**config.mk**
```make
export PLATFORM = sky130hd
export DESIGN_NAME = tex_unit
export DESIGN_NICKNAME = d
export VERILOG_FILES = /design/src/verilog/tex_dcr_pkg.sv /design/src/verilog/tex_types_pkg.sv /design/src/verilog/tex_wrap.sv /design/src/verilog/tex_dcr.sv /design/src/verilog/tex_addr.sv /design/src/verilog/tex_unit.sv
export SDC_FILE = /design/constraint.sdc
export NUM_CORES = 2
export LEC_CHECK = 0
export ABC_CLOCK_PERIOD_IN_PS = 16100
export BUFFER_PORTS_ARGS = -buffer_cell sky130_fd_sc_hd__clkbuf_2
export CAP_MARGIN = 15
export CORE_MARGIN = 2
export CORE_UTILIZATION = 35
export DETAILED_ROUTE_END_ITERATION = 16
export GPL_ROUTABILITY_DRIVEN = 0
export HOLD_SLACK_MARGIN = 0.1
export PLACE_DENSITY = 0.55
export SETUP_SLACK_MARGIN = 0.4
export SLEW_MARGIN = 10
export SYNTH_ARGS = -nofsm -noshare
export SYNTH_HDL_FRONTEND = slang
export SYNTH_HIERARCHICAL = 1
export SYNTH_SLANG_ARGS = --single-unit
```
**constraint.sdc**
```tcl
create_clock -name clk -period 16.1 [get_ports clk]
set_clock_uncertainty 0.15 [all_clocks]
set_input_delay 1.61 -clock clk [delete_from_list [all_inputs] [get_ports clk]]
set_output_delay 1.61 -clock clk [all_outputs]
set_load 0.1 [all_outputs]
```
**src/verilog/tex_dcr_pkg.sv**
```systemverilog
`default_nettype none

package tex_dcr_pkg;

    localparam int DCR_ADDR_BITS = 8;
    localparam int DCR_DATA_BITS = 32;

    typedef logic [DCR_ADDR_BITS-1:0] dcr_addr_t;
    typedef logic [DCR_DATA_BITS-1:0] dcr_data_t;

    // Wrap and log-dimension writes carry one field per axis, u in the low half.
    typedef struct packed {
        logic [DCR_DATA_BITS/2-1:0] hi;
        logic [DCR_DATA_BITS/2-1:0] lo;
    } dcr_halves_t;

    typedef union packed {
        dcr_data_t   full;
        dcr_halves_t halves;
    } dcr_word_u;

    // Address map of the texture configuration space.
    localparam dcr_addr_t DCR_TEX_STAGE       = 8'h01; // Selects the stage for later writes.
    localparam dcr_addr_t DCR_TEX_ADDR        = 8'h02;
    localparam dcr_addr_t DCR_TEX_FORMAT      = 8'h03;
    localparam dcr_addr_t DCR_TEX_WRAP        = 8'h04;
    localparam dcr_addr_t DCR_TEX_LOGDIM      = 8'h05;

    // Mip offset of level j lives at this base plus j.
    localparam dcr_addr_t DCR_TEX_MIPOFF_BASE = 8'h08;

    localparam int TEX_LOD_MAX     = 7;
    localparam int TEX_MIPOFF_BITS = 24;

endpackage

`default_nettype wire

```
**src/verilog/tex_types_pkg.sv**
```systemverilog
`default_nettype none

package tex_types_pkg;

    typedef logic [31:0] tex_addr_t;

    typedef logic signed [15:0] tex_coord_t;

    typedef logic [$clog2(tex_dcr_pkg::TEX_LOD_MAX+1)-1:0] tex_lod_t;

    // Log2 of a texture dimension, never above 12.
    typedef logic [3:0] tex_logdim_t;

    typedef logic [tex_dcr_pkg::TEX_MIPOFF_BITS-1:0] tex_mipoff_t;

    // The code is the log2 of the texel size in bytes.
    typedef enum logic [1:0] {
        FMT_R8       = 2'd0,
        FMT_R5G6B5   = 2'd1,
        FMT_R8G8B8A8 = 2'd2
    } tex_format_e;

    typedef enum logic [1:0] {
        WRAP_CLAMP  = 2'd0,
        WRAP_REPEAT = 2'd1,
        WRAP_MIRROR = 2'd2
    } tex_wrap_e;

    // Code 3 has no format of its own and is sized like a 4-byte texel.
    function automatic logic [1:0] fmt_bytelog(tex_format_e fmt);
        logic [1:0] code;
        code = fmt;
        return code[1] ? 2'd2 : code;
    endfunction

endpackage

`default_nettype wire

```
**src/verilog/tex_wrap.sv**
```systemverilog
`timescale 1ns/1ps
`default_nettype none

module tex_wrap (
    input  wire tex_types_pkg::tex_coord_t  coord,
    input  wire tex_types_pkg::tex_logdim_t logsize,
    input  wire tex_types_pkg::tex_wrap_e   mode,
    output tex_types_pkg::tex_coord_t       wrapped
);

    logic [15:0] raw;
    logic [15:0] size;
    logic [15:0] mask;      // size - 1
    logic [15:0] mask2;     // 2*size - 1, the mirror period minus one.
    logic [15:0] mirror_pos;
    logic [15:0] result;

    assign raw   = coord;
    assign size  = 16'd1 << logsize;
    assign mask  = size - 16'd1;
    assign mask2 = {mask[14:0], 1'b1};

    assign mirror_pos = raw & mask2;

    always_comb begin
        case (mode)
            tex_types_pkg::WRAP_REPEAT: begin
                result = raw & mask; // Two's complement keeps -1 at size-1.
            end
            tex_types_pkg::WRAP_MIRROR: begin
                if ((mirror_pos & size) != 16'd0) begin
                    result = mask2 - mirror_pos; // Second half of the period runs backwards.
                end else begin
                    result = mirror_pos;
                end
            end
            default: begin
                // Clamp, also taken by the unused code 3.
                if (raw[15]) begin
                    result = 16'd0;
                end else if ((raw & ~mask) != 16'd0) begin
                    result = mask;
                end else begin
                    result = raw;
                end
            end
        endcase
    end

    assign wrapped = tex_types_pkg::tex_coord_t'(result);

endmodule

`default_nettype wire

```
**src/verilog/tex_dcr.sv**
```systemverilog
`timescale 1ns/1ps
`default_nettype none

module tex_dcr #(
    parameter int NUM_STAGES = 4
) (
    input  wire                          clk,
    input  wire                          reset,

    input  wire                          dcr_wr_valid,
    input  wire tex_dcr_pkg::dcr_addr_t  dcr_wr_addr,
    input  wire tex_dcr_pkg::dcr_data_t  dcr_wr_data,

    output tex_types_pkg::tex_addr_t     cfg_baddr    [NUM_STAGES],
    output tex_types_pkg::tex_format_e   cfg_format   [NUM_STAGES],
    output tex_types_pkg::tex_wrap_e     cfg_wrap_u   [NUM_STAGES],
    output tex_types_pkg::tex_wrap_e     cfg_wrap_v   [NUM_STAGES],
    output tex_types_pkg::tex_logdim_t   cfg_logdim_u [NUM_STAGES],
    output tex_types_pkg::tex_logdim_t   cfg_logdim_v [NUM_STAGES],
    output tex_types_pkg::tex_mipoff_t   cfg_mipoff   [NUM_STAGES][tex_dcr_pkg::TEX_LOD_MAX+1]
);

    localparam int STAGE_BITS = $clog2(NUM_STAGES);
    localparam int LOD_BITS   = $bits(tex_types_pkg::tex_lod_t);

    logic [STAGE_BITS-1:0]   stage;     // Bank that receives configuration writes.
    tex_dcr_pkg::dcr_word_u  word;
    tex_dcr_pkg::dcr_addr_t  mip_index;

    assign word = dcr_wr_data;

    // Addresses below the mip base wrap around to large values and fail the range check.
    assign mip_index = dcr_wr_addr - tex_dcr_pkg::DCR_TEX_MIPOFF_BASE;

    always_ff @(posedge clk) begin
        if (reset) begin
            stage <= '0;
            for (int i = 0; i < NUM_STAGES; i++) begin
                cfg_baddr[i]    <= '0;
                cfg_format[i]   <= tex_types_pkg::FMT_R8;
                cfg_wrap_u[i]   <= tex_types_pkg::WRAP_CLAMP;
                cfg_wrap_v[i]   <= tex_types_pkg::WRAP_CLAMP;
                cfg_logdim_u[i] <= '0;
                cfg_logdim_v[i] <= '0;
                for (int j = 0; j <= tex_dcr_pkg::TEX_LOD_MAX; j++) begin
                    cfg_mipoff[i][j] <= '0;
                end
            end
        end else if (dcr_wr_valid) begin
            case (dcr_wr_addr)
                tex_dcr_pkg::DCR_TEX_STAGE: begin
                    stage <= word.full[STAGE_BITS-1:0]; // Upper bits are don't care.
                end
                tex_dcr_pkg::DCR_TEX_ADDR: begin
                    cfg_baddr[stage] <= word.full;
                end
                tex_dcr_pkg::DCR_TEX_FORMAT: begin
                    cfg_format[stage] <= tex_types_pkg::tex_format_e'(word.full[1:0]);
                end
                tex_dcr_pkg::DCR_TEX_WRAP: begin
                    cfg_wrap_u[stage] <= tex_types_pkg::tex_wrap_e'(word.halves.lo[1:0]);
                    cfg_wrap_v[stage] <= tex_types_pkg::tex_wrap_e'(word.halves.hi[1:0]);
                end
                tex_dcr_pkg::DCR_TEX_LOGDIM: begin
                    cfg_logdim_u[stage] <= word.halves.lo[3:0];
                    cfg_logdim_v[stage] <= word.halves.hi[3:0];
                end
                default: begin
                    // Anything outside the mip table is an unmapped address.
                    if (mip_index <= tex_dcr_pkg::TEX_LOD_MAX) begin
                        cfg_mipoff[stage][mip_index[LOD_BITS-1:0]] <=
                            word.full[tex_dcr_pkg::TEX_MIPOFF_BITS-1:0];
                    end
                end
            endcase
        end
    end

endmodule

`default_nettype wire

```
**src/verilog/tex_addr.sv**
```systemverilog
`timescale 1ns/1ps
`default_nettype none

module tex_addr #(
    parameter int NUM_STAGES = 4
) (
    input  wire                               clk,
    input  wire                               reset,

    input  wire tex_types_pkg::tex_addr_t     cfg_baddr    [NUM_STAGES],
    input  wire tex_types_pkg::tex_format_e   cfg_format   [NUM_STAGES],
    input  wire tex_types_pkg::tex_wrap_e     cfg_wrap_u   [NUM_STAGES],
    input  wire tex_types_pkg::tex_wrap_e     cfg_wrap_v   [NUM_STAGES],
    input  wire tex_types_pkg::tex_logdim_t   cfg_logdim_u [NUM_STAGES],
    input  wire tex_types_pkg::tex_logdim_t   cfg_logdim_v [NUM_STAGES],
    input  wire tex_types_pkg::tex_mipoff_t
                               cfg_mipoff [NUM_STAGES][tex_dcr_pkg::TEX_LOD_MAX+1],

    input  wire                               req_valid,
    output logic                              req_ready,
    input  wire [$clog2(NUM_STAGES)-1:0]      req_stage,
    input  wire tex_types_pkg::tex_lod_t      req_lod,
    input  wire tex_types_pkg::tex_coord_t    req_u,
    input  wire tex_types_pkg::tex_coord_t    req_v,

    output logic                              rsp_valid,
    input  wire                               rsp_ready,
    output tex_types_pkg::tex_addr_t          rsp_addr
);

    logic req_fire;
    logic s2_ready;

    // Stage one inputs, taken from the addressed bank.
    tex_types_pkg::tex_logdim_t sel_logu;
    tex_types_pkg::tex_logdim_t sel_logv;
    tex_types_pkg::tex_logdim_t lvl_logu;
    tex_types_pkg::tex_logdim_t lvl_logv;
    tex_types_pkg::tex_logdim_t lod_ext;
    tex_types_pkg::tex_addr_t   sel_base;
    tex_types_pkg::tex_coord_t  wrap_u;
    tex_types_pkg::tex_coord_t  wrap_v;

    logic                       s1_valid;
    tex_types_pkg::tex_coord_t  s1_u;
    tex_types_pkg::tex_coord_t  s1_v;
    tex_types_pkg::tex_logdim_t s1_logu;
    tex_types_pkg::tex_addr_t   s1_base;
    tex_types_pkg::tex_format_e s1_format;

    tex_types_pkg::tex_addr_t   texel_idx;
    tex_types_pkg::tex_addr_t   s2_addr_next;

    // A slot may load when it is empty or its content leaves this cycle.
    assign s2_ready  = !rsp_valid || rsp_ready;
    assign req_ready = !s1_valid || s2_ready;
    assign req_fire  = req_valid && req_ready;

    assign lod_ext = tex_types_pkg::tex_logdim_t'(req_lod);

    always_comb begin
        sel_logu = cfg_logdim_u[req_stage];
        sel_logv = cfg_logdim_v[req_stage];
        // Levels past the smallest mip collapse to a single texel.
        lvl_logu = (sel_logu > lod_ext) ? sel_logu - lod_ext : '0;
        lvl_logv = (sel_logv > lod_ext) ? sel_logv - lod_ext : '0;
        sel_base = cfg_baddr[req_stage] +
                   tex_types_pkg::tex_addr_t'(cfg_mipoff[req_stage][req_lod]);
    end

    tex_wrap wrap_u_i (
        .coord   (req_u),
        .logsize (lvl_logu),
        .mode    (cfg_wrap_u[req_stage]),
        .wrapped (wrap_u)
    );

    tex_wrap wrap_v_i (
        .coord   (req_v),
        .logsize (lvl_logv),
        .mode    (cfg_wrap_v[req_stage]),
        .wrapped (wrap_v)
    );

    // Wrapped coordinates are never negative, so zero extension is exact.
    assign texel_idx    = ({16'b0, s1_v} << s1_logu) + {16'b0, s1_u};
    assign s2_addr_next = s1_base + (texel_idx << tex_types_pkg::fmt_bytelog(s1_format));

    always_ff @(posedge clk) begin
        if (reset) begin
            s1_valid  <= 1'b0;
            rsp_valid <= 1'b0;
        end else begin
            if (req_ready) begin
                s1_valid <= req_valid;
            end
            if (s2_ready) begin
                rsp_valid <= s1_valid;
            end
        end
    end

    always_ff @(posedge clk) begin
        if (req_fire) begin
            s1_u      <= wrap_u;
            s1_v      <= wrap_v;
            s1_logu   <= lvl_logu;
            s1_base   <= sel_base;
            s1_format <= cfg_format[req_stage];
        end
        if (s2_ready && s1_valid) begin
            rsp_addr <= s2_addr_next; // Held while the response waits.
        end
    end

endmodule

`default_nettype wire

```
**src/verilog/tex_unit.sv**
```systemverilog
`timescale 1ns/1ps
`default_nettype none

module tex_unit #(
    parameter int NUM_STAGES = 4
) (
    input  wire                            clk,
    input  wire                            reset,

    input  wire                            dcr_wr_valid,
    input  wire tex_dcr_pkg::dcr_addr_t    dcr_wr_addr,
    input  wire tex_dcr_pkg::dcr_data_t    dcr_wr_data,

    input  wire                            req_valid,
    output wire                            req_ready,
    input  wire [$clog2(NUM_STAGES)-1:0]   req_stage,
    input  wire tex_types_pkg::tex_lod_t   req_lod,
    input  wire tex_types_pkg::tex_coord_t req_u,
    input  wire tex_types_pkg::tex_coord_t req_v,

    output wire                            rsp_valid,
    input  wire                            rsp_ready,
    output tex_types_pkg::tex_addr_t       rsp_addr
);

    // Per-stage configuration, straight from the DCR registers.
    tex_types_pkg::tex_addr_t    cfg_baddr    [NUM_STAGES];
    tex_types_pkg::tex_format_e  cfg_format   [NUM_STAGES];
    tex_types_pkg::tex_wrap_e    cfg_wrap_u   [NUM_STAGES];
    tex_types_pkg::tex_wrap_e    cfg_wrap_v   [NUM_STAGES];
    tex_types_pkg::tex_logdim_t  cfg_logdim_u [NUM_STAGES];
    tex_types_pkg::tex_logdim_t  cfg_logdim_v [NUM_STAGES];
    tex_types_pkg::tex_mipoff_t  cfg_mipoff   [NUM_STAGES][tex_dcr_pkg::TEX_LOD_MAX+1];

    tex_dcr #(
        .NUM_STAGES (NUM_STAGES)
    ) dcr_i (
        .clk          (clk),
        .reset        (reset),
        .dcr_wr_valid (dcr_wr_valid),
        .dcr_wr_addr  (dcr_wr_addr),
        .dcr_wr_data  (dcr_wr_data),
        .cfg_baddr    (cfg_baddr),
        .cfg_format   (cfg_format),
        .cfg_wrap_u   (cfg_wrap_u),
        .cfg_wrap_v   (cfg_wrap_v),
        .cfg_logdim_u (cfg_logdim_u),
        .cfg_logdim_v (cfg_logdim_v),
        .cfg_mipoff   (cfg_mipoff)
    );

    tex_addr #(
        .NUM_STAGES (NUM_STAGES)
    ) addr_i (
        .clk          (clk),
        .reset        (reset),
        .cfg_baddr    (cfg_baddr),
        .cfg_format   (cfg_format),
        .cfg_wrap_u   (cfg_wrap_u),
        .cfg_wrap_v   (cfg_wrap_v),
        .cfg_logdim_u (cfg_logdim_u),
        .cfg_logdim_v (cfg_logdim_v),
        .cfg_mipoff   (cfg_mipoff),
        .req_valid    (req_valid),
        .req_ready    (req_ready),
        .req_stage    (req_stage),
        .req_lod      (req_lod),
        .req_u        (req_u),
        .req_v        (req_v),
        .rsp_valid    (rsp_valid),
        .rsp_ready    (rsp_ready),
        .rsp_addr     (rsp_addr)
    );

endmodule

`default_nettype wire

```
==> impl_results.md <==
- Status: finished clean
- Largest net degree at the start of global routing: 236
- H-tree levels: 3
- CTS Hold Bufs: 0
- DRT Pass-1 Iters: 5
- Worst-path cell chain: buf_8 -> buf_4 -> buf_4 -> mux4_2 -> mux4_2 -> nand2_1 -> nand2_1 -> ha_1 -> inv_1 -> fa_1 -> nor2b_1 -> o21ai_0 -> a21boi_0 -> o22ai_1 -> o31ai_1 -> a41oi_1 -> o21ai_0 -> o41ai_1 -> nor3b_1 -> xor2_1
- Post-CTS setup buffers: 0
- Final Hold Fails: 0
- Crit path kind: input pin to flop
- Comb pwr share: between 10% and 20%
- Worst hold path type: flop to flop
- Largest area contributor in the netlist: dfxtp_1
- RSZ-0062 raised after global routing: no
- Clock power frac: a little over two fifths
- Place WS: just over 7 ns
- Power Dens Cells: between 90 and 100 nW/µm²
- Met1 Wirelength: between 70 and 80 mm
- Critical path's top delay family: compound AO/OA/AOI/OAI gates
- Num ports: 116
- Slew margin rel.: between 10% and 20%
- Final worst slack: 8.14 ns
- Vias per cell: between 5 and 6
- Final Util: around two fifths
- Synthesis Warnings: 6
- R2R cell count: 25
- Total Wirelength: 162 mm
- Max-cap violations: 0
- Worst Min Path Start: dcr_i/cfg_mipoff[186]$_SDFFE_PP0P_
- Post_cts resized: 0
- Switch Pwr: between 1.5 and 2 mW
- Share of cells above drive strength 1: approximately 16%
- Highest Signal Layer: met4
- FMAX: 0.126 GHz
- Detailed Route Iter0 Violations: between 2000 and 3000
- Min cycle time layout: roughly 8.0 ns
- CP Max Fanout: 57
- Number of synthesized flops with an enable pin: roughly 100
- Cts bufs inserted: approximately 110
- Slowest-stage cell, CP: buf_4
- CTS tree: yes
- Final Max Tran Viols: 0
- Reg2reg setup slack: about 8.7 ns
- Cell area after synthesis: 56800 µm²
- Rows: between 100 and 150
- P_int: about 4.4 mW
- Post-DP HPWL: a little under 100 mm
- Clk Latency, worst-skew pair: ~0.75 ns
- Worst setup EP type: flop
- Initial antenna violation count: 2
- Max clock buf depth: 3
- DIE HEIGHT: 407 µm
- Cell variety after synth: approximately 100
- Die span in x: 407 µm
- WL met3: approximately 5.4 mm
- ANT nets after route: 0
- CTS root buf: clkbuf_16
- Clk pin slew, worst setup/hold paths: 0.06 ns
- Tot Pwr: around 6.0 mW
- Syn nets: 5326
- Worst Hold Slack: between 0.3 and 0.4 ns
- Leak: ~28 nW
- Worst Hold End: dcr_i/cfg_mipoff[186]$_SDFFE_PP0P_
- Worst path max stage delay: approximately 0.74 ns
- Reg2reg end: addr_i/rsp_addr[31]$_DFFE_PP_
- Seq/Total Area, Yosys: roughly 40%
- GRT Util Overall: between 10% and 20%
- Drt drc: 0
- DIE AREA: about 170000 µm²
- Number of port buffers: 115
- Post-synthesis register bit count: 1058
- Worst-margin pin slew: 1.25 ns
- Syn avg cell area: 11.0 µm²
- Total grt overflow: 0
- Leading register cell type out of synthesis: dfxtp_1
- Met2 routed WL: just under 80 mm
- Synth-to-Final Area Change: 9.64%
- Core area: approximately 160000 µm²
- Total number of vias: around 38000
- CP Launch Type: input pin
- Sink Count: about 1100
- FFs w/ async S/R, synth: 0%
- Final nets: about 5200
- Vias in the first global route: between 30000 and 40000
- WP buf/inv: 4
- Largest cells by area after synthesis: dfxtp_1, mux2i_1, mux4_2
- Reg power frac: between 40% and 50%
- First-pass GRT wire length: roughly 250 mm
- Worst EP arrival: a little over 8 ns
- Req. time, crit path: approximately 16 ns
- Max VDD drop: 0.0000788 V
- Switching share of total power: 26.3%
- Wire per inst: 22.3 µm
- Mapped Cells: roughly 5000
- Hold path depth: 2
- Setup tns final: 0 ns
- Synth top area share: 33.7%
- Fin crit share: about half
- ANT cells: 0
- Starting Density: between 30% and 40%
- Reg2reg start: addr_i/s1_logu[1]$_DFFE_PP_
- Final Setup Violations: 0
## final cells by class
cell class,count,area (µm²)
tap,2160,2700
sequential,1058,22200
inverter,60,228
clock inverter,50,513
fill,15600,98700
multi-input combinational,3588,32200
timing repair buffer,185,1170
clock buffer,160,3250
## cell usage after synthesis, types with 31 or more instances
library cell	n
dfxtp_1	956
edfxtp_1	102
xnor2_1	58
nand2_1	210
a21oi_1	98
mux4_2	292
buf_6	50
nor2_1	135
a211oi_1	31
inv_1	55
buf_2	70
nand2b_1	1007
o21ai_0	102
ha_1	90
mux2i_1	989
clkbuf_1	267
buf_1	35
a21o_1	34
nand3_1	35
## cell families after synthesis
family          count (synthesis)  synth area share [%]
flops                        1058                  39.1
other cells                     2                0.0132
xor+xnor                       89                  1.41
mux                          1299                  29.5
buf+inv                       503                  4.29
simple gates                 1634                  17.8
compound gates                469                  5.74
fa+ha+maj                      95                  2.16
## worst min-delay path: cells and delay by family, from the launching register on
kind,cells,cell delay [ns]
flip-flops,1,0.30
multiplexers,1,0.06
AND/OR/NAND/NOR,1,0.06
## layer usage
metal | GRT usage (%) | vias up
li1 | - | 18100
met1 | 26.4 | 19300
met2 | 32.9 | 693
met3 | 1.90 | 173
met4 | 4.96 | 0
met5 | 0 | -
## worst max path at each step
stage | startpoint | end | slack [ns] | depth (start not counted)
after floorplan | req_stage[0] | addr_i/s1_v[15]$_DFFE_PP_ | 8.04 | 25
after global placement | req_stage[0] | addr_i/s1_base[30]$_DFFE_PP_ | 7.29 | 20
after detailed placement | req_stage[0] | addr_i/s1_base[30]$_DFFE_PP_ | 7.27 | 20
after CTS | req_stage[0] | addr_i/s1_base[30]$_DFFE_PP_ | 8.06 | 20
after global routing | req_stage[0] | addr_i/s1_base[30]$_DFFE_PP_ | 7.56 | 20
final | req_stage[0] | addr_i/s1_base[30]$_DFFE_PP_ | 8.14 | 20
## registers in the layout (all words and copies together), names as in the netlist, 4 cells and up
register,cells
addr_i/rsp_addr,32
addr_i/s1_base,32
addr_i/s1_logu,4
addr_i/s1_u,16
addr_i/s1_v,16
dcr_i/cfg_baddr,128
dcr_i/cfg_format,8
dcr_i/cfg_logdim_u,16
dcr_i/cfg_logdim_v,16
dcr_i/cfg_mipoff,768
dcr_i/cfg_wrap_u,8
dcr_i/cfg_wrap_v,8
## stage by stage
| stage | cells | cell area [µm²] |
|---|---|---|
| global placement | 7051 | 58500 |
| finish | 7261 | 62300 |
| global route | 7261 | 62300 |
| floorplan | 5149 | 56800 |
| CTS | 7261 | 62300 |
| detailed placement | 7051 | 58500 |
## placed cells by master, fill, tap and decap left out, drive strengths merged, types with 7 or more instances in the layout
master | Yosys | routed
nand2b | 1007 | 1007
mux2i | 989 | 989
dfxtp | 956 | 956
mux4 | 298 | 298
clkbuf | 267 | 271
nand2 | 210 | 210
nor2 | 140 | 140
a21oi | 106 | 106
o21ai | 105 | 105
edfxtp | 102 | 102
ha | 90 | 90
buf | 176 | 74
inv | 59 | 62
xnor2 | 61 | 61
nand4 | 54 | 54
nand3 | 40 | 40
clkinv | 1 | 39
a21o | 34 | 34
a211oi | 32 | 32
nor2b | 30 | 30
xor2 | 28 | 28
o21a | 26 | 26
and2 | 24 | 24
a31oi | 23 | 23
o211ai | 20 | 20
o32ai | 18 | 18
nor3 | 18 | 18
or3 | 15 | 15
o221ai | 13 | 13
nand3b | 13 | 13
mux2 | 12 | 12
and3 | 10 | 10
o311ai | 10 | 10
nor3b | 9 | 9
nor4b | 9 | 9
or2 | 8 | 8
or3b | 8 | 8
o22ai | 7 | 7
nor4bb | 7 | 7
## power by group through the flow
stage,combinational (mW),sequential [mW],clock (mW)
CTS,0.660,2.70,2.69
global route,0.709,2.70,2.80
global placement,0.655,2.76,0
finish,0.657,2.70,2.63
floorplan,0.428,2.82,0
detailed placement,0.658,2.76,0
Note: power is estimated with default switching activity, not from simulation.
